[config.mk]
export PLATFORM = sky130hd
export DESIGN_NAME = axi_bus_arbiter
export DESIGN_NICKNAME = d
export VERILOG_FILES = /design/src/design/axi_pkg.sv /design/src/design/axi_bus_arbiter.sv
export SDC_FILE = /design/constraint.sdc
export NUM_CORES = 1
export LEC_CHECK = 0
export BUFFER_PORTS_ARGS = -buffer_cell sky130_fd_sc_hd__buf_2
export CORE_AREA = 2 2 215 217
export DETAILED_ROUTE_END_ITERATION = 12
export DIE_AREA = 0 0 217 219
export PLACE_DENSITY = 0.3
export RECOVER_POWER = 25
export SYNTH_ARGS = -nofsm -noshare
export SYNTH_HDL_FRONTEND = slang
export SYNTH_SLANG_ARGS = --single-unit
[constraint.sdc]
create_clock -name clk -period 2.35 [get_ports clk]
set_clock_uncertainty 0.1 [all_clocks]
set_input_delay 0.3525 -clock clk [delete_from_list [all_inputs] [get_ports clk]]
set_output_delay 0.3525 -clock clk [all_outputs]
set_load 0.005 [all_outputs]
[src/design/axi_pkg.sv]
`default_nettype none

package axi_pkg;

    localparam int axi_addr_bits  = 32;
    localparam int axi_data_bits  = 32;
    localparam int axi_strb_bits  = axi_data_bits / 8;  // one bit per byte
    localparam int axi_id_bits    = 4;
    localparam int axi_len_bits   = 4;
    localparam int axi_size_bits  = 3;
    localparam int axi_burst_bits = 2;
    localparam int axi_resp_bits  = 2;

    // len holds beats minus one
    localparam logic [axi_len_bits-1:0]   axi_len_one   = 4'd0;
    localparam logic [axi_size_bits-1:0]  axi_size_word = 3'b010;  // 4 bytes
    localparam logic [axi_burst_bits-1:0] axi_burst_inc = 2'b01;
    localparam logic [axi_resp_bits-1:0]  axi_resp_okay = 2'b00;

    // shared by AR and AW
    typedef struct packed {
        logic [axi_id_bits-1:0]    id;
        logic [axi_addr_bits-1:0]  addr;
        logic [axi_len_bits-1:0]   len;
        logic [axi_size_bits-1:0]  size;
        logic [axi_burst_bits-1:0] burst;
    } axi_ar_t;

    typedef struct packed {
        logic [axi_data_bits-1:0] data;
        logic [axi_strb_bits-1:0] strb;
        logic                     last;
    } axi_w_t;

    typedef struct packed {
        logic [axi_id_bits-1:0]   id;
        logic [axi_data_bits-1:0] data;
        logic [axi_resp_bits-1:0] resp;
        logic                     last;
    } axi_r_t;

    typedef struct packed {
        logic [axi_id_bits-1:0]   id;
        logic [axi_resp_bits-1:0] resp;
    } axi_b_t;

    // read and write are never both set
    typedef struct packed {
        logic                     read;
        logic                     write;
        logic [axi_strb_bits-1:0] strb;
        logic [axi_addr_bits-1:0] addr;
        logic [axi_data_bits-1:0] wdata;
    } cpu_req_t;

endpackage

`default_nettype wire

[src/design/axi_bus_arbiter.sv]
`timescale 1ns/1ns
`default_nettype none

module axi_bus_arbiter (
    input  logic             clk,
    input  logic             reset,
    // master 0
    input  axi_pkg::axi_ar_t m0_ar,
    input  logic             m0_ar_valid,
    output logic             m0_ar_ready,
    input  axi_pkg::axi_ar_t m0_aw,
    input  logic             m0_aw_valid,
    output logic             m0_aw_ready,
    input  axi_pkg::axi_w_t  m0_w,
    input  logic             m0_w_valid,
    output logic             m0_w_ready,
    output axi_pkg::axi_r_t  m0_r,
    output logic             m0_r_valid,
    input  logic             m0_r_ready,
    output axi_pkg::axi_b_t  m0_b,
    output logic             m0_b_valid,
    input  logic             m0_b_ready,
    // master 1
    input  axi_pkg::axi_ar_t m1_ar,
    input  logic             m1_ar_valid,
    output logic             m1_ar_ready,
    input  axi_pkg::axi_ar_t m1_aw,
    input  logic             m1_aw_valid,
    output logic             m1_aw_ready,
    input  axi_pkg::axi_w_t  m1_w,
    input  logic             m1_w_valid,
    output logic             m1_w_ready,
    output axi_pkg::axi_r_t  m1_r,
    output logic             m1_r_valid,
    input  logic             m1_r_ready,
    output axi_pkg::axi_b_t  m1_b,
    output logic             m1_b_valid,
    input  logic             m1_b_ready,
    // toward the slave
    output axi_pkg::axi_ar_t s_ar,
    output logic             s_ar_valid,
    input  logic             s_ar_ready,
    output axi_pkg::axi_ar_t s_aw,
    output logic             s_aw_valid,
    input  logic             s_aw_ready,
    output axi_pkg::axi_w_t  s_w,
    output logic             s_w_valid,
    input  logic             s_w_ready,
    input  axi_pkg::axi_r_t  s_r,
    input  logic             s_r_valid,
    output logic             s_r_ready,
    input  axi_pkg::axi_b_t  s_b,
    input  logic             s_b_valid,
    output logic             s_b_ready
);

    logic busy;
    logic grant;  // held grant, also the last winner
    logic req0;
    logic req1;
    logic pick;
    logic sel;

    assign req0 = m0_ar_valid | m0_aw_valid;
    assign req1 = m1_ar_valid | m1_aw_valid;

    always_comb begin
        if (req0 && req1)
            pick = ~grant;  // tie goes to last loser
        else
            pick = req1;
    end

    assign sel = busy ? grant : pick;

    assign s_ar       = sel ? m1_ar : m0_ar;
    assign s_ar_valid = sel ? m1_ar_valid : m0_ar_valid;
    assign s_aw       = sel ? m1_aw : m0_aw;
    assign s_aw_valid = sel ? m1_aw_valid : m0_aw_valid;
    assign s_w        = sel ? m1_w : m0_w;
    assign s_w_valid  = sel ? m1_w_valid : m0_w_valid;

    assign m0_ar_ready = ~sel & s_ar_ready;
    assign m1_ar_ready = sel & s_ar_ready;
    assign m0_aw_ready = ~sel & s_aw_ready;
    assign m1_aw_ready = sel & s_aw_ready;
    assign m0_w_ready  = ~sel & s_w_ready;
    assign m1_w_ready  = sel & s_w_ready;

    // responses go only to the granted master
    assign m0_r       = s_r;
    assign m1_r       = s_r;
    assign m0_r_valid = s_r_valid & ~grant;
    assign m1_r_valid = s_r_valid & grant;
    assign s_r_ready  = grant ? m1_r_ready : m0_r_ready;

    assign m0_b       = s_b;
    assign m1_b       = s_b;
    assign m0_b_valid = s_b_valid & ~grant;
    assign m1_b_valid = s_b_valid & grant;
    assign s_b_ready  = grant ? m1_b_ready : m0_b_ready;

    always_ff @(posedge clk or negedge reset) begin
        if (!reset) begin
            busy  <= 1'b0;
            grant <= 1'b0;
        end else if (!busy) begin
            if (req0 || req1) begin
                busy  <= 1'b1;
                grant <= pick;
            end
        end else if ((s_r_valid && s_r_ready) || (s_b_valid && s_b_ready)) begin
            busy <= 1'b0;  // bus free next cycle
        end
    end

    resp_only_when_busy: assert property (@(posedge clk) disable iff (!reset)
        (s_r_valid || s_b_valid) |-> busy);

endmodule

`default_nettype wire

== Yosys cells after proc, flatten, opt, wreduce, memory -nomap -nowiden ==
Cells that the tools add are included.
Cells by class
  muxes and demuxes: 13
  bitwise logic cells: 15
  reductions and logical operators: 6
Operators by type and width (number)
  $mux 45: 2
  $mux 37: 1
  $and 1x1->1: 10
  $mux 1: 10
  $logic_and 1x1->1: 3
  $not 1->1: 3
  $logic_or 1x1->1: 2
  $or 1x1->1: 2
  $reduce_and 2->1: 1
Storage, ports and cells
  flip-flop bits (word level): 2
  output and inout bits: 232
  word-level logic and storage cells: 36

== Logic depth before layout (Yosys ltp) ==
  depth in word-level cells: 6
  depth in mapped cells: 5
  depth with buffers taken out: 3

== Worst setup path before layout ==
No wires, ideal clock.
  path type: reg2out
  start: register busy
  end: output port s_aw[26] in the netlist's numbering
  arrival time: 1518 ps
  required time: 1898 ps
  slack: 379 ps
  stages on the path, launching flop included: 6
  cell sequence: dfrtp_1 > o21bai_2 > o21ai_4 > buf_6 > buf_6 > mux2_1
RTL lines
  from (decl): RTL line axi_bus_arbiter.sv:57  | logic busy;
  from (signal assigned): RTL line axi_bus_arbiter.sv:105  | busy <= 1'b0;
  from (signal assigned): RTL line axi_bus_arbiter.sv:109  | busy <= 1'b1;
  from (signal assigned): RTL line axi_bus_arbiter.sv:113  | busy <= 1'b0;
  to (decl): RTL line axi_bus_arbiter.sv:43  | output axi_pkg::axi_ar_t s_aw,

==> flow_metrics.env <==
export IMPL_grt_pass1_vias=3125
export IMPL_setup_viol=0
export IMPL_status="finished, final reports clean"
export IMPL_drive_gt1_share_pct=91.4
export IMPL_mostFrequentLayoutCells="374 x buf_2, 60 x mux2_4, 49 x mux2_2"
export IMPL_cts_buffers=3
export IMPL_p_leak_uw=0.00282
export IMPL_cpMaxStageDelayCell="dfrtp_1"
export IMPL_ys_seq_elements=2
export IMPL_viasPerCell=2.79
export IMPL_seq_area_frac_synth_pct=1.96
export IMPL_fillers=5172
export IMPL_tightest_slew_ns=0.242
export IMPL_gp_congestion=0.664
export IMPL_wire_per_inst_um=12.6
export IMPL_dr_pass1_iters=4
export IMPL_path_buf_inv=4
export IMPL_timing_rr_start="grant$_DFFE_PN0P_"
export IMPL_r2r_end="busy$_DFF_PN0_"
export IMPL_layout_commonest_cell="buf_2"
export IMPL_finalNonFillerCells=1208
export IMPL_htree_levels=1
export IMPL_finalWirelength_um=15200
export IMPL_hpwl_um=12200
export IMPL_syn_area_per_cell_um2=9.52
export IMPL_grt_pass1_wl_um=17100
export IMPL_detail_route_antenna_nets=0
export IMPL_startpoint_type="flip-flop"
export IMPL_utilization_pct=12.3
export IMPL_cts_tree="done"
export IMPL_clock_tree_root_cell="clkbuf_16"
export IMPL_antenna_found_initial=0
export IMPL_regToRegSetupSlack_ns=0.81
export IMPL_synth_nets=584
export IMPL_grt_setup_unrepaired="yes"
export IMPL_fmax_mhz=427
export IMPL_dr_total_vias=3365
export IMPL_die_h_um=219
export IMPL_grt_max_degree=61
export IMPL_slew_headroom_pct=83.8
export IMPL_die_x_um=217
export IMPL_overflow=0
export IMPL_cp_end_kind="output pin"
export IMPL_core_um2=45100
export IMPL_synth_cells=268
export IMPL_cts_sinks=2
export IMPL_n_antenna_cell=0
export IMPL_port_buffers=412
export IMPL_max_stage_delay_ns=0.40
export IMPL_critPathTopFamily="buffers and inverters"
export IMPL_dieArea_um2=47500
export IMPL_placementRows=78
export IMPL_drtIter0Drc=52
export IMPL_ios=548
export IMPL_synth_area_um2=2550
export IMPL_num_nets_final=926
export IMPL_worst_ir_drop_vdd_uv=427
export IMPL_clock_path_buffers=2
export IMPL_cp_arrival_ns=1.89
export IMPL_drv_slew=0
export IMPL_path_clk_slew_ns=0.03
export IMPL_dp_cells=1192
export IMPL_period_minus_slack_ns=2.34
export IMPL_cap_violations=0
export IMPL_ys_warn_count=0
export IMPL_area_delta_synth_final_pct=117
export IMPL_crit_fanout=7
export IMPL_hold_violations=0
export IMPL_clock_latency_ns=0.22
export IMPL_drc=0
export IMPL_reg2regPathDepth=5
export IMPL_fin_crit_sh_pct=99.7
export IMPL_start_util_pct=5.66
export IMPL_grt_usage_pct=4.75
export IMPL_crit_type="flip-flop to output pin"
export IMPL_crit_required_ns=1.90
export IMPL_hold_class="input pin to asynchronous set/reset pin"
export IMPL_power_density_nw_per_um2=916
export IMPL_worstPathCellList="o21a_1 > o21ai_4 > buf_12 > clkbuf_16 > buf_8 > mux2_4 > buf_6"
export IMPL_synth_cell_types=20
[registers in the layout, summed over array words and instances, names as in the netlist]
register and flops:
busy 1, grant 1
[layer usage]
metal | vias up | share of wire, % | GRT usage (%)
met5 | - | 0 | 0
met4 | 0 | 0.75 | 0.502
met3 | 8 | 15 | 2.38
met2 | 388 | 52 | 9.77
met1 | 1439 | 32 | 4.19
li1 | 1530 | - | -
[worst register-to-register path: cells and delay by family, from the launching register on]
family	cells	cell delay, ns
buf+inv	2	0.25
compound gates	2	0.38
flops	1	0.39
mux	1	0.34
[power by group]
part / leakage (uW) / internal (uW) / switching [uW]
logic: 0.00276 / 2930 / 1820
clock network: 0.0000370 / 217 / 39.2
registers: 0.0000228 / 49.4 / 13.3
total: 0.00282 / 3190 / 1870
[worst max path at each step]
stage / cells after the start / from / to / slack (ns)
2_1_floorplan: 5 / busy$_DFF_PN0_ / s_aw[26] / 0.38
3_3_place_gp: 6 / m0_ar_valid / s_aw[23] / 0.11
4_1_cts: 6 / busy$_DFF_PN0_ / s_aw[44] / 0.01
3_5_place_dp: 6 / m0_ar_valid / s_aw[23] / 0.10
5_1_grt: 7 / grant$_DFFE_PN0P_ / s_ar[23] / -0.05
6_report: 7 / grant$_DFFE_PN0P_ / s_ar[0] / 0.008
[cells in the mapped netlist]
cell type	instances	area (um^2)
buf_4	97	728
mux2_2	76	856
mux2_1	54	608
buf_6	7	78.8
and2_1	5	31.3
nand2b_1	4	25.0
nor2_1	4	15.0
inv_1	3	11.3
o21a_1	3	22.5
dfrtp_1	2	50.1
mux4_2	2	45.0
nor2b_1	2	12.5
o21ai_0	2	10.0
a22o_1	1	8.76
a22oi_1	1	7.51
buf_2	1	5.00
nand2_1	1	3.75
nor3_1	1	5.00
o21ai_4	1	16.3
o21bai_2	1	11.3
[cell families (layout without fill, tap and decap cells)]
family	count (synthesis)	count (layout)	share of synthesized area, %
mux	132	132	59.1
buf+inv	108	448	32.3
simple gates	17	17	3.63
compound gates	9	9	2.99
flops	2	2	1.96
[cell type report]
type	count	area [um^2]	share of cell area, %
Timing Repair Buffer	442	2730	49.4
Multi-Input combinational cell	158	1910	34.6
Tap cell	600	751	13.6
Clock buffer	3	75.1	1.36
Sequential cell	2	50.0	0.906
Inverter	3	11.3	0.204
[what timing repair did]
item / CTS / global route
endpoints found under the hold margin: 2 / 0
resized for setup: 4 / 114
pin swaps: 0 / 1
setup buffers: 2 / 4
setup endpoints to repair: 34 / 81
gates cloned: 0 / 6
hold buffers: 1 / 0
[through the flow]
step | hold WS (ns) | setup slack [ns] | setup TNS, ns | total power, uW | area [um^2]
after floorplan | -0.0431 | 0.379 | 0 | 2140 | 2550
after global placement | 0.0407 | 0.106 | 0 | 3470 | 4720
after detailed placement | 0.0430 | 0.100 | 0 | 3430 | 4720
after CTS | 0.373 | 0.0111 | 0 | 3810 | 4850
after global routing | 0.374 | -0.0502 | -2.53 | 5430 | 5530
final | 0.355 | 0.00802 | 0 | 5060 | 5530
Power figures use the tool's default switching activity.
