$ cat src/design/axi_pkg.sv
`default_nettype none

package axi_pkg;

    localparam int axi_addr_bits  = 32;
    localparam int axi_data_bits  = 32;
    localparam int axi_strb_bits  = axi_data_bits / 8;  // one bit per byte
    localparam int axi_id_bits    = 4;
    localparam int axi_len_bits   = 4;
    localparam int axi_size_bits  = 3;
    localparam int axi_burst_bits = 2;
    localparam int axi_resp_bits  = 2;

    // len holds beats minus one
    localparam logic [axi_len_bits-1:0]   axi_len_one   = 4'd0;
    localparam logic [axi_size_bits-1:0]  axi_size_word = 3'b010;  // 4 bytes
    localparam logic [axi_burst_bits-1:0] axi_burst_inc = 2'b01;
    localparam logic [axi_resp_bits-1:0]  axi_resp_okay = 2'b00;

    // shared by AR and AW
    typedef struct packed {
        logic [axi_id_bits-1:0]    id;
        logic [axi_addr_bits-1:0]  addr;
        logic [axi_len_bits-1:0]   len;
        logic [axi_size_bits-1:0]  size;
        logic [axi_burst_bits-1:0] burst;
    } axi_ar_t;

    typedef struct packed {
        logic [axi_data_bits-1:0] data;
        logic [axi_strb_bits-1:0] strb;
        logic                     last;
    } axi_w_t;

    typedef struct packed {
        logic [axi_id_bits-1:0]   id;
        logic [axi_data_bits-1:0] data;
        logic [axi_resp_bits-1:0] resp;
        logic                     last;
    } axi_r_t;

    typedef struct packed {
        logic [axi_id_bits-1:0]   id;
        logic [axi_resp_bits-1:0] resp;
    } axi_b_t;

    // read and write are never both set
    typedef struct packed {
        logic                     read;
        logic                     write;
        logic [axi_strb_bits-1:0] strb;
        logic [axi_addr_bits-1:0] addr;
        logic [axi_data_bits-1:0] wdata;
    } cpu_req_t;

endpackage

`default_nettype wire

$ cat src/design/axi_master_port.sv
`timescale 1ns/1ns
`default_nettype none

module axi_master_port #(
    parameter logic [axi_pkg::axi_id_bits-1:0] master_id = '0
) (
    input  logic                              clk,
    input  logic                              reset,
    input  axi_pkg::cpu_req_t                 req,
    output logic [axi_pkg::axi_data_bits-1:0] rdata,
    output logic                              stall,
    output axi_pkg::axi_ar_t                  ar,
    output logic                              ar_valid,
    input  logic                              ar_ready,
    output axi_pkg::axi_ar_t                  aw,
    output logic                              aw_valid,
    input  logic                              aw_ready,
    output axi_pkg::axi_w_t                   w,
    output logic                              w_valid,
    input  logic                              w_ready,
    input  axi_pkg::axi_r_t                   r,
    input  logic                              r_valid,
    output logic                              r_ready,
    input  axi_pkg::axi_b_t                   b,
    input  logic                              b_valid,
    output logic                              b_ready
);

    typedef enum logic [2:0] {
        idle,
        read_address,
        read_data,
        write_address,
        write_data,
        write_response
    } state_t;

    state_t state, next_state;
    logic [axi_pkg::axi_data_bits-1:0] data_buf;
    logic resp_done;  // write ended last cycle, old request still on req
    logic r_fire;
    logic b_fire;

    assign r_fire = r_valid & r_ready;
    assign b_fire = b_valid & b_ready;

    assign ar = '{id: master_id, addr: req.addr, len: axi_pkg::axi_len_one,
                  size: axi_pkg::axi_size_word, burst: axi_pkg::axi_burst_inc};
    assign aw = ar;
    assign w  = '{data: req.wdata, strb: req.strb, last: 1'b1};

    assign rdata = r_fire ? r.data : data_buf;  // bypass in the handshake cycle

    always_ff @(posedge clk or negedge reset) begin
        if (!reset) begin
            data_buf <= '0;
        end else if (r_fire) begin
            data_buf <= r.data;
        end
    end

    always_ff @(posedge clk or negedge reset) begin
        if (!reset) begin
            state     <= idle;
            resp_done <= 1'b0;
        end else begin
            state     <= next_state;
            resp_done <= b_fire;
        end
    end

    always_comb begin
        next_state = state;
        case (state)
            idle: begin
                if (resp_done)
                    next_state = idle;
                else if (ar_valid && ar_ready)
                    next_state = read_data;
                else if (ar_valid)
                    next_state = read_address;
                else if (aw_valid && aw_ready)
                    next_state = write_data;
                else if (aw_valid)
                    next_state = write_address;
            end
            read_address:   if (ar_ready) next_state = read_data;
            read_data:      if (r_fire && r.last) next_state = idle;
            write_address:  if (aw_ready) next_state = write_data;
            write_data:     if (w_ready) next_state = write_response;  // wlast always set
            write_response: if (b_fire) next_state = idle;
            default:        next_state = idle;
        endcase
    end

    always_comb begin
        stall    = 1'b0;
        ar_valid = 1'b0;
        aw_valid = 1'b0;
        w_valid  = 1'b0;
        r_ready  = 1'b0;
        b_ready  = 1'b0;
        case (state)
            idle: begin
                stall    = (req.read | req.write) & ~resp_done;
                ar_valid = req.read & ~resp_done;
                aw_valid = req.write & ~resp_done;
            end
            read_address: begin
                stall    = 1'b1;
                ar_valid = 1'b1;
            end
            read_data: begin
                stall   = ~r_valid;  // released with the R handshake
                r_ready = 1'b1;
            end
            write_address: begin
                stall    = 1'b1;
                aw_valid = 1'b1;
            end
            write_data: begin
                stall   = 1'b1;
                w_valid = 1'b1;
            end
            write_response: begin
                stall   = 1'b1;
                b_ready = 1'b1;
            end
            default: stall = 1'b0;
        endcase
    end

    // cpu holds req while stalled, so AR and its payload stay put until taken
    ar_hold: assert property (@(posedge clk) disable iff (!reset)
        ar_valid && !ar_ready |=> ar_valid && $stable(ar));

endmodule

`default_nettype wire

$ cat config.mk
export PLATFORM = sky130hd
export DESIGN_NAME = axi_master_port
export DESIGN_NICKNAME = d
export VERILOG_FILES = /design/src/design/axi_pkg.sv /design/src/design/axi_master_port.sv
export SDC_FILE = /design/constraint.sdc
export NUM_CORES = 1
export LEC_CHECK = 0
export ABC_AREA = 1
export BUFFER_PORTS_ARGS = -buffer_cell sky130_fd_sc_hd__clkbuf_2
export CORE_AREA = 2 2 113 115
export DETAILED_ROUTE_END_ITERATION = 8
export DIE_AREA = 0 0 115 117
export GPL_TIMING_DRIVEN = 1
export PLACE_DENSITY = 0.56
export SLEW_MARGIN = 15
export SYNTH_ARGS = -nofsm -noshare
export SYNTH_HDL_FRONTEND = slang
export SYNTH_SLANG_ARGS = --single-unit
$ cat constraint.sdc
create_clock -name clk -period 1.36 [get_ports clk]
set_input_delay 0.068 -clock clk [delete_from_list [all_inputs] [get_ports clk]]
set_output_delay 0.068 -clock clk [all_outputs]
set_load 0.05 [all_outputs]
---- Yosys cells after proc, flatten, opt, wreduce, memory -nomap -nowiden ----
Cells that the tools add are included.
operators by class
  equality and inequality tests ........... 11
  multiplexer cells ....................... 18
  bitwise logic cells ..................... 8
  reduce and logical (&&, ||, !) cells .... 6
operators by type and width
  cell                                                              number
  32-bit two-way mux                                                1
  3-bit two-way mux                                                 10
  3-bit one-hot mux with 6 select lines                             1
  2-bit inequality test (second input constant)                     5
  3-bit by 2-bit == test with 1-bit output (second input constant)  2
  3-bit == test (second input constant)                             2
  6-bit inequality test (second input constant)                     1
  6-bit AND reduction                                               1
  1-bit AND                                                         5
  1-bit one-hot mux with 2 select lines                             2
  4-bit OR reduction                                                1
  3-bit by 1-bit == test with 1-bit output (second input constant)  1
  1-bit logical AND                                                 3
  3-bit zero test                                                   1
  1-bit two-way mux                                                 3
  1-bit one-hot mux with 3 select lines                             1
  1-bit inverter                                                    2
  1-bit bitwise OR                                                  1
storage, ports and cells
  flip-flop bits (word level) ............. 36
  output and inout port bits .............. 165
  word-level logic and storage cells ...... 46

---- Depth between registers and ports, before layout ----
Gate-level depths: netlist of the first run.
  depth after elaboration ................. 9
  depth in mapped cells ................... 10
  gate-level depth less buffers ........... 10

---- Least setup slack after synthesis of the first run ----
Ideal clock, no wire load.
  path kind ............................... flip-flop to output port
  start ................................... reg state[2]
  end ..................................... out stall
  arrival time ............................ 1714 ps
  slack ................................... -422 ps
  cell stages (with the launch flop) ...... 6
  buffers on the path ..................... 0
  cell sequence ........................... dfrtp_1 > nor2_4 > nand2_1 > o21ai_2 > nor2_1 > o211ai_1
on the way
  cells in the longest elaborated chain, start to end .. 3
  elaborated cells on any way between the ends .. 8
  those cells by class .................... eq/ne (5); mux (1); reduce/logical (2)
RTL lines
  element                                      line                    source
  start, declared                              axi_master_port.sv:38   state_t state, next_state;
  start signal, assigned                       axi_master_port.sv:64   state <= idle;
  start signal, assigned                       axi_master_port.sv:67   state <= next_state;
  3-bit == test, or another cell as far along  axi_master_port.sv:103  case (state)
  4-bit OR reduction (no source line)          -
  1-bit one-hot mux with 3 select lines (*)    axi_master_port.sv:103
  end, declared                                axi_master_port.sv:11   output logic stall,
Every way passes the cells marked *; elsewhere a longest branch is shown, timed or not.

---- Worst setup path after layout of the first run ----
  start ................................... reg state[0]
  end ..................................... out stall
The elaborated chain is that of the path after synthesis.

==> metrics.txt, run 1 <==
gr usage total 0.09443; CP Class flop to primary output; I/O Pins 287; DIE AREA 13,460 µm²; PortBufs 79; Initial Utilization 0.2177; routed wire length per instance 14.37 µm; most frequent cell after synthesis buf_4; Logic pwr share 0.735; Hold Fails Final Rpt 0; Post-synth top cells buf_4 (127), dfrtp_1 (36), mux2_4 (30); Yosys cell types 20; dpl ws -291.5 ps; top area cells in the synthesized netlist buf_4 (36%), dfrtp_1 (34%), mux2_4 (17%), nand2_1 (3.2%), inv_1 (1.8%); Post-Synthesis Cells 270; max-capacitance violation count 0; Worst Skew 1.639 ps; asr flop ratio synth 1.000; clk_lat worst skew 280 ps; drt total wl 6.466 mm; via-per-instance ratio 3.782; grt ovf 0; flops & latches, synth 36; CTS H-Tree Depth 2; largest net degree at the start of global routing 20; maximum vdd drop 0.9257 mV; Final GP Congestion 0.7926; first-pass GRT wire length 9.418 mm; LEAKAGE 1.854 nW; number of diodes 0; max-slew violation count 0; share of cells above drive strength 1 0.6300; post-synth top area cell buf_4; Net Sw Power 5.184 mW; crit path max fanout 3; Die W 115 µm; Die H 117 µm; status complete, but fails checks; Pre-antenna DRT Iters 3; ys flop type dfrtp_1; Nets 421; Tot Pwr 11.72 mW; DR iter-0 viols 39; CTS max path bufs 2; Power Dens Cells 3251 nW/µm²; slew at the pin closest to its max-slew limit 518.3 ps; mapped cell area 2680 µm²; Detailed Place HPWL 3.923 mm; Flop pwr share 0.152; Worst Slack Setup Final -396.8 ps; Final Setup Violations 56; violated checks setup timing; Avg Cell Area, Syn 9.926 µm²; minimum clock period 1757 ps; root buf cell clkbuf_16; Int Pwr 6.538 mW; RSZ-0062 raised after global routing yes; CTS Buf Count 5; CTS tree done; critical path endpoint category primary output; row count 41; Final Cycle Share 1.292; Sink Count 36; synthesis-to-layout area growth 34.55%; sequential share of the synthesized area 0.3361; antenna violations before repair 0; relative slew slack 0.6545; core footprint 12,310 µm²; Net Sw Frac 0.4422; Reg clk slew, reported paths 60 ps; FMAX 569.2 MHz; Tightest Hold Check Type input pin to flop; startpoint types flop; Post-DRT Antenna Nets 0; vias in the first global route 1,809; Clock power frac 0.113; drc violations 0; CP Data Required Time 1290 ps; Critical Path AT 1690 ps; number of synthesis warnings 0; area share of the largest cell type after synthesis 0.3557; via count 1,702; EDFF count, synth 0; fill cell count 1,238
## area by class of cell
cell class | instances | area [µm²] | share of cell area
timing repair buffer | 124 | 1285 | 0.3563
multi-input combinational | 116 | 989.7 | 0.2745
sequential | 36 | 902.1 | 0.2502
tap | 150 | 187.7 | 0.05205
clock buffer | 6 | 128.9 | 0.03574
inverter | 16 | 77.57 | 0.02151
clock inverter | 2 | 35.03 | 0.009715
## cells in the final DEF, fill, tap and decap left out, drive strengths merged, types with 2 or more instances in the layout
| cell type | instances |
|---|---|
| buf | 75 |
| clkbuf | 54 |
| nand4 | 2 |
| nand3 | 7 |
| conb | 27 |
| nand2 | 29 |
| mux2 | 32 |
| a21oi | 2 |
| nor2 | 14 |
| clkinv | 2 |
| inv | 15 |
| dfrtp | 36 |
## path summary, 6_finish.rpt
path                                          to  slack, ps                   from  cells after the start
setup reg to reg            state[2]$_DFFE_PN0P_       -250   state[0]$_DFFE_PN0P_                     11
setup / recovery                           stall       -400   state[0]$_DFFE_PN0P_                      8
hold / removal               resp_done$_DFF_PN0_         40                b_valid                      3
hold reg to reg            data_buf[7]$_DFF_PN0_        500  data_buf[7]$_DFF_PN0_                      1
min in group asynchronous  data_buf[7]$_DFF_PN0_        320                  reset                      2
max in group asynchronous   state[2]$_DFFE_PN0P_        540                  reset                      3
## routing by layer
layer	routed length, µm	global-route usage	part of all wire
met3	443	0.02060	0.069
met5	0	0	0
met4	388	0.07229	0.060
met1	2383	0.09987	0.37
met2	3250	0.1647	0.50
## through the flow
stage / utilization / hold WS [ps] / instance area [µm²] / std cells / setup TNS (ps)
floorplan: - / -227.6 / 2838 / 295 / -11720
global placement: 0.2069 / 69.52 / 2547 / 409 / -9950
detailed placement: 0.2069 / 69.82 / 2547 / 409 / -12840
CTS: 0.2798 / 22.86 / 3445 / 440 / -16420
global route: 0.2929 / 40.31 / 3606 / 450 / -18880
finish: 0.2929 / 39.20 / 3606 / 450 / -15080
## registers in the layout (all words and copies together) (netlist names)
register / count
data_buf: 32
resp_done: 1
state: 3
## logic make-up (layout without fill, tap and decap cells)
| logic type | count (synthesis) | after routing | share of synthesized area |
|---|---|---|---|
| AOI/OAI and AO/OA | 4 | 4 | 0.009806 |
| buffers and inverters | 146 | 148 | 0.3908 |
| DFF | 36 | 36 | 0.3361 |
| muxes | 32 | 32 | 0.1765 |
| other | 2 | 27 | 0.002802 |
| and+or+nand+nor | 50 | 53 | 0.08403 |
## power groups by stage
stage | Clock, mW | Sequential [mW] | Combinational [mW]
after floorplan | 0 | 1.77 | 5.28
after global placement | 0 | 1.78 | 5.47
after detailed placement | 0 | 1.80 | 5.52
after CTS | 1.38 | 1.79 | 7.84
after global routing | 1.42 | 1.83 | 9.02
final | 1.32 | 1.79 | 8.61
## worst max-delay path, cell delays in order (launching register included)
cell	delay (ps)
dfrtp_1	410
nor2_4	150
buf_4	120
buf_6	100
nand2_2	70
o21ai_4	190
nor2_4	40
o211ai_1	100
clkbuf_8	230
## repair_timing
item,4_1_cts,5_1_grt
cloned,3,0
setup buffers,20,15
gates resized for setup,120,48
hold buffers,1,0
endpoints found under the hold margin,17,0
pin swaps,4,5
setup endpoints to repair,73,73
Power figures use the tool's default switching activity.
==> run 2: changes to the inputs <==
- ABC_AREA: 1 -> default
- PLACE_DENSITY: 0.56 -> 0.58
==> run 2 against run 1 <==
  * The run still ends with setup timing left
  * Wire length increased by 2.8%
  * Cell count is 10% lower
  * Clock power shrank 14%
  * Area after synthesis down 0.33%
  * Synthesized cell count shrank 8.9%
  * Critical path type unchanged
  * Largest cell class unchanged
  * Highest routed layer unchanged
==> metrics.txt, run 2 <==
status complete, but fails checks; violated checks setup timing; highest routed layer met4; largest net degree at the start of global routing 35 (+75%); final instance area 3226 µm² (-11%); row count 41 (unchanged); Finished Core Util 0.2620 (-0.03089); Min-Delay Path Depth 2 (-1); CTS Buf Count 5 (unchanged); CTS tree done; CTS H-Tree Depth 2 (unchanged); drt total wl 6.648 mm (+2.8%); CTS max path bufs 2 (unchanged); CP Data Required Time 1290 ps (about the same); Hold Startpoint r[24]; FF-to-FF setup slack -200 ps (+50 ps); most frequent cells in the layout clkbuf_2 (42), dfrtp_1 (36), mux2_4 (31); Sink Count 36 (unchanged); via-per-instance ratio 3.807 (+0.67%); Power Dens Cells 3175 nW/µm² (-2.3%); routed wire length per instance 16.41 µm (+14%); Die H 117 µm (unchanged); sequential share of the synthesized area 0.3372 (+0.001102); CP Class flop to primary output; DR WL met3 1.032 mm (+130%); crit path max fanout 6 (+3); core footprint 12,310 µm² (unchanged); grt ovf 0 (unchanged); R2R depth 6 (-5); LEAKAGE 1.552 nW (-16%); maximum vdd drop 0.6266 mV (-32%); hold slack final 52.67 ps (+13.46 ps); via count 1,542 (-9.4%); gr usage total 0.09058 (-0.003846); ys flop type dfrtp_1; antenna violations before repair 0 (unchanged); Final GP Congestion 0.7873 (-0.67%); top area cells in the synthesized netlist buf_4 (36%), dfrtp_1 (34%), mux2_4 (17%), buf_12 (2.2%), nor2_1 (1.3%); Critical Path AT 1780 ps (+90 ps); startpoint types flop; number of diodes 0 (unchanged); Pre-antenna DRT Iters 4 (+1); drc violations 0 (unchanged); Met2 Wirelength 3.499 mm (+7.7%); Hold Fails Final Rpt 0 (unchanged); Post-synth top cells buf_4 (128), dfrtp_1 (36), mux2_4 (30); Post-Synthesis Cells 246 (-8.9%); Reg-to-Reg Start state[2]$_DFFE_PN0P_; DR iter-0 viols 60 (+54%); Reg with most FFs data_buf; critical path endpoint category primary output; max-capacitance violation count 0 (unchanged); fill cell count 1,268 (+2.4%); synthesis-to-layout area growth 20.75%; Hold EP data_buf[21]$_DFF_PN0_; max-slew violation count 0 (unchanged); post-synth top area cell buf_4; asr flop ratio synth 1.000 (unchanged); max FFs per register 32 (unchanged); flops & latches, synth 36 (unchanged); area share of the largest cell type after synthesis 0.3597 (+0.003977); Final Setup Violations 71 (+27%); Worst Skew 2.873 ps (+1.234 ps); root buf cell clkbuf_16; PortBufs 79 (unchanged); first-pass GRT wire length 9.273 mm (-1.5%); Die W 115 µm (unchanged); commonest non-fill, non-tap cell in the layout clkbuf_2; Detailed Place HPWL 5.055 mm (+29%); mapped cell area 2671 µm² (-0.33%); Post-DRT Antenna Nets 0 (unchanged); top flop regs data_buf x32, state x3, resp_done x1; met1 WL 1.803 mm (-24%); most frequent cell after synthesis buf_4; I/O Pins 287 (unchanged); minimum clock period 1849 ps (+92.65 ps); share of cells above drive strength 1 0.6471 (+0.01706); Tightest Hold Check Type input pin to flop; Nets 376 (-11%); Critical path origin state[2]$_DFFE_PN0P_; number of synthesis warnings 0 (unchanged); Tot Pwr 10.24 mW (-13%); Post-DP Area 2557 µm² (+0.39%); Final Cycle Share 1.360 (+0.06813); Worst Slack Setup Final -489.4 ps (-92.65 ps); EDFF count, synth 0 (unchanged); Initial Utilization 0.2170 (-0.0007113); vias in the first global route 1,602 (-11%); Yosys cell types 33 (+65%); clk_lat worst skew 270 ps (about the same); reg-to-reg endpoint data_buf[3]$_DFF_PN0_; FMAX 540.7 MHz (-5.0%); DIE AREA 13,460 µm² (unchanged); RSZ-0062 raised after global routing yes; Reg clk slew, reported paths 50 ps (about the same); Avg Cell Area, Syn 10.86 µm² (+9.4%)
==> run 2: repair_timing <==
| item | CTS | global route |
|---|---|---|
| hold buffers | 1 | 0 |
| endpoints found under the hold margin | 36 | 0 |
| setup buffers | 4 | 1 |
| pin swaps | 5 | 4 |
| gates resized for setup | 97 | 40 |
| endpoints found under the setup margin | 71 | 72 |
==> run 2: worst max-delay path by stage <==
stage,end,slack (ps)
6_report,rdata[31],-490
5_1_grt,rdata[31],-580
4_1_cts,rdata[0],-520
3_5_place_dp,rdata[0],-260
3_3_place_gp,rdata[4],-240
2_1_floorplan,data_buf[10]$_DFF_PN0_,-470
==> run 2: through the flow <==
stage	worst slack (ps)	TNS [ps]	std cells
floorplan	-465.8	-26800	271
global placement	-236.7	-10290	393
CTS	-520.3	-21550	405
detailed placement	-264.2	-12180	393
finish	-489.4	-19780	405
global route	-579.1	-25330	405
==> run 2: layout make-up <==
class	count	area (µm²)	share of cell area
clock buffers	6	138.9	0.04306
well taps	150	187.7	0.05818
multi-input cells	98	905.9	0.2808
flip-flops and latches	36	900.9	0.2793
inverters	3	13.76	0.004267
clock inverters	2	10.01	0.003103
repair buffers	110	1069	0.3313
==> run 2: cells by family (layout without fill, tap and decap cells) <==
| kind of cell | after synthesis | after routing | synth area share |
|---|---|---|---|
| other cells | 2 | 27 | 0.002811 |
| compound gates | 16 | 16 | 0.04169 |
| mux | 33 | 33 | 0.1813 |
| flops | 36 | 36 | 0.3372 |
| simple gates | 22 | 22 | 0.04310 |
| buf+inv | 137 | 121 | 0.3939 |
==> run 2: layer usage <==
| metal | vias up | global-route usage |
|---|---|---|
| li1 | 658 | - |
| met1 | 690 | 0.07351 |
| met2 | 165 | 0.1627 |
| met3 | 29 | 0.06334 |
| met4 | 0 | 0.04819 |
| met5 | - | 0 |
==> run 2: power breakdown <==
| part | internal, mW | leakage (nW) | switching [mW] |
|---|---|---|---|
| clock | 0.721 | 0.0766 | 0.408 |
| combinational | 3.36 | 1.04 | 3.97 |
| sequential | 1.60 | 0.431 | 0.181 |
| total | 5.68 | 1.55 | 4.56 |
==> run 2: critical path: stages (launching register included) <==
cell	delay [ps]
dfrtp_1	370
nand2b_4	150
nor2_4	100
and2_4	210
buf_4	150
mux2_2	340
clkbuf_8	180
==> run 3: changes to the inputs <==
==> constraint.sdc (replaced) <==
create_clock -name clk -period 1.36 [get_ports clk]
set_input_delay 0.068 -clock clk [delete_from_list [all_inputs] [get_ports clk]]
set_output_delay 0.068 -clock clk [all_outputs]
set_load 0.02 [all_outputs]
==> run 3 against run 2 <==
  * The run still ends with setup timing left
  * Final area rose by 4.3%
  * Sequential power hardly changed
  * Clock skew rose by 0.94 ps
  * Critical path depth is 1 higher
  * Clock power decreased by 4%
  * Global-route usage increased by 1.2 points
  * Die area did not move
  * Combinational power shrank 16%
  * Non-clock buffer count grew 17
  * Maximum frequency fell by 1.6%
  * First-iteration DRC count is 37% higher
  * Critical path type unchanged
  * Largest power group unchanged
==> metrics.txt, run 3 (synthesis gave the netlist of run 2 again) <==
Die W 115 µm (unchanged); Min-Delay Path Depth 2 (unchanged); non-filler cells, final 421 (+4.0%); vias in the first global route 1,586 (-1.0%); Initial Utilization 0.2170 (unchanged); CTS Buf Count 5 (unchanged); Post-DP Area 2420 µm² (-5.4%); CP Class flop to primary output; Critical Path AT 1810 ps (+30 ps); crit path max fanout 7 (+1); via count 1,651 (+7.1%); violated checks setup timing; I/O Pins 287 (unchanged); antenna violations before repair 0 (unchanged); startpoint types flop; Die H 117 µm (unchanged); clk_lat worst skew 280 ps (about the same); hold slack final 40.08 ps (-12.59 ps); Tightest Hold Check Type input pin to flop; dpl ws -225.4 ps (+38.86 ps); root buf cell clkbuf_16; via-per-instance ratio 3.922 (+3.0%); routed wire length per instance 18.71 µm (+14%); Nets 393 (+4.5%); setup TNS -22,740 ps (-2960 ps); LEAKAGE 1.633 nW (+5.3%); first-pass GRT wire length 9.984 mm (+7.7%); dpl cells 378 (-3.8%); critical path endpoint category primary output; synthesis-to-layout area growth 25.90%; FMAX 532.3 MHz (-1.6%); CP Data Required Time 1290 ps (about the same); minimum clock period 1879 ps (+29.24 ps); top flop regs data_buf x32, state x3, resp_done x1; max FFs per register 32 (unchanged); drt total wl 7.876 mm (+18%); Pre-antenna DRT Iters 4 (unchanged); largest net degree at the start of global routing 37 (+5.7%); status complete, but fails checks; drc violations 0 (unchanged); number of diodes 0 (unchanged); Detailed Place HPWL 5.588 mm (+11%); DR iter-0 viols 82 (+37%); R2R depth 8 (+2); gr usage total 0.1026 (+0.01199); Reg clk slew, reported paths 60 ps (about the same); share of cells above drive strength 1 0.6605 (+0.01346); Sink Count 36 (unchanged); maximum vdd drop 0.5438 mV (-13%); CTS max path bufs 2 (unchanged); grt ovf 0 (unchanged); fill cell count 1,238 (-2.4%); CTS tree done; Reg with most FFs data_buf; CTS H-Tree Depth 2 (unchanged); Final Cycle Share 1.381 (+0.02150); DIE AREA 13,460 µm² (unchanged); Final Setup Violations 72 (+1.4%); most frequent cells in the layout clkbuf_2 (41), dfrtp_1 (36), mux2_4 (32), buf_6 (32), buf_8 (28); Final GP Congestion 0.7502 (-4.7%); row count 41 (unchanged); RSZ-0062 raised after global routing yes; Power Dens Cells 2684 nW/µm² (-15%); final instance area 3363 µm² (+4.3%); max-capacitance violation count 0 (unchanged); core footprint 12,310 µm² (unchanged); Worst Skew 3.809 ps (+0.9363 ps); Hold Fails Final Rpt 0 (unchanged); PortBufs 79 (unchanged); Post-DRT Antenna Nets 0 (unchanged); max-slew violation count 0 (unchanged); commonest non-fill, non-tap cell in the layout clkbuf_2; Worst Slack Setup Final -518.7 ps (-29.24 ps)
run 3: cell types whose count changed in the layout (fill, tap and decap cells not counted), moves of 2 or more:
cell	before	now
buf_16	0	2
buf_2	0	2
buf_6	11	32
buf_12	3	1
buf_4	16	20
clkbuf_8	10	0
run 3: path summary, 6_finish.rpt:
check | startpoint | slack (ps) | endpoint
hold reg to reg | data_buf[23]$_DFF_PN0_ | 500 | data_buf[23]$_DFF_PN0_
min in group asynchronous | reset | 420 | data_buf[30]$_DFF_PN0_
hold / removal | r[20] | 40 | data_buf[17]$_DFF_PN0_
setup reg to reg | state[2]$_DFFE_PN0P_ | -380 | data_buf[24]$_DFF_PN0_
setup / recovery | state[2]$_DFFE_PN0P_ | -520 | rdata[30]
max in group asynchronous | reset | 600 | data_buf[11]$_DFF_PN0_
run 3: what timing repair did:
action,CTS,global route
hold buffers,1,0
resized for setup,78,85
cloned,3,0
setup endpoints to repair,68,72
pin swaps,2,7
buffers inserted,20,18
endpoints found under the hold margin,36,0
run 3: report_power, final:
part / switching (mW) / leakage [nW] / internal (mW)
logic: 2.55 / 1.14 / 3.60
registers: 0.188 / 0.431 / 1.60
clock network: 0.422 / 0.0667 / 0.665
total: 3.16 / 1.63 / 5.87
run 3: stage by stage:
stage                     total power [mW]    util
after floorplan                      4.799       -
final                                9.027  0.2732
after detailed placement             5.304  0.1965
after CTS                            7.913  0.2514
after global placement               5.233  0.1965
after global routing                 9.449  0.2732
run 3: layer usage:
layer	global-route usage	share of wire
met3	0.08496	0.18
met2	0.1882	0.52
met4	0.04016	0.023
met5	0	0
met1	0.07761	0.27
run 3: final cells by class:
cell class | count | area (µm²) | share of cell area
well taps | 150 | 187.7 | 0.05580
flip-flops and latches | 36 | 900.9 | 0.2679
clock buffers | 6 | 128.9 | 0.03832
multi-input cells | 98 | 895.9 | 0.2664
inverters | 3 | 13.76 | 0.004092
repair buffers | 127 | 1231 | 0.3661
clock inverters | 1 | 5.005 | 0.001488
run 3: worst max-delay path, cell delays in order, from the launching register on:
cell and delay [ps]:
dfrtp_1 370, nand2b_4 150, nor2_4 80, and2_4 180, buf_6 140, buf_8 140, mux2_4 330, buf_8 130
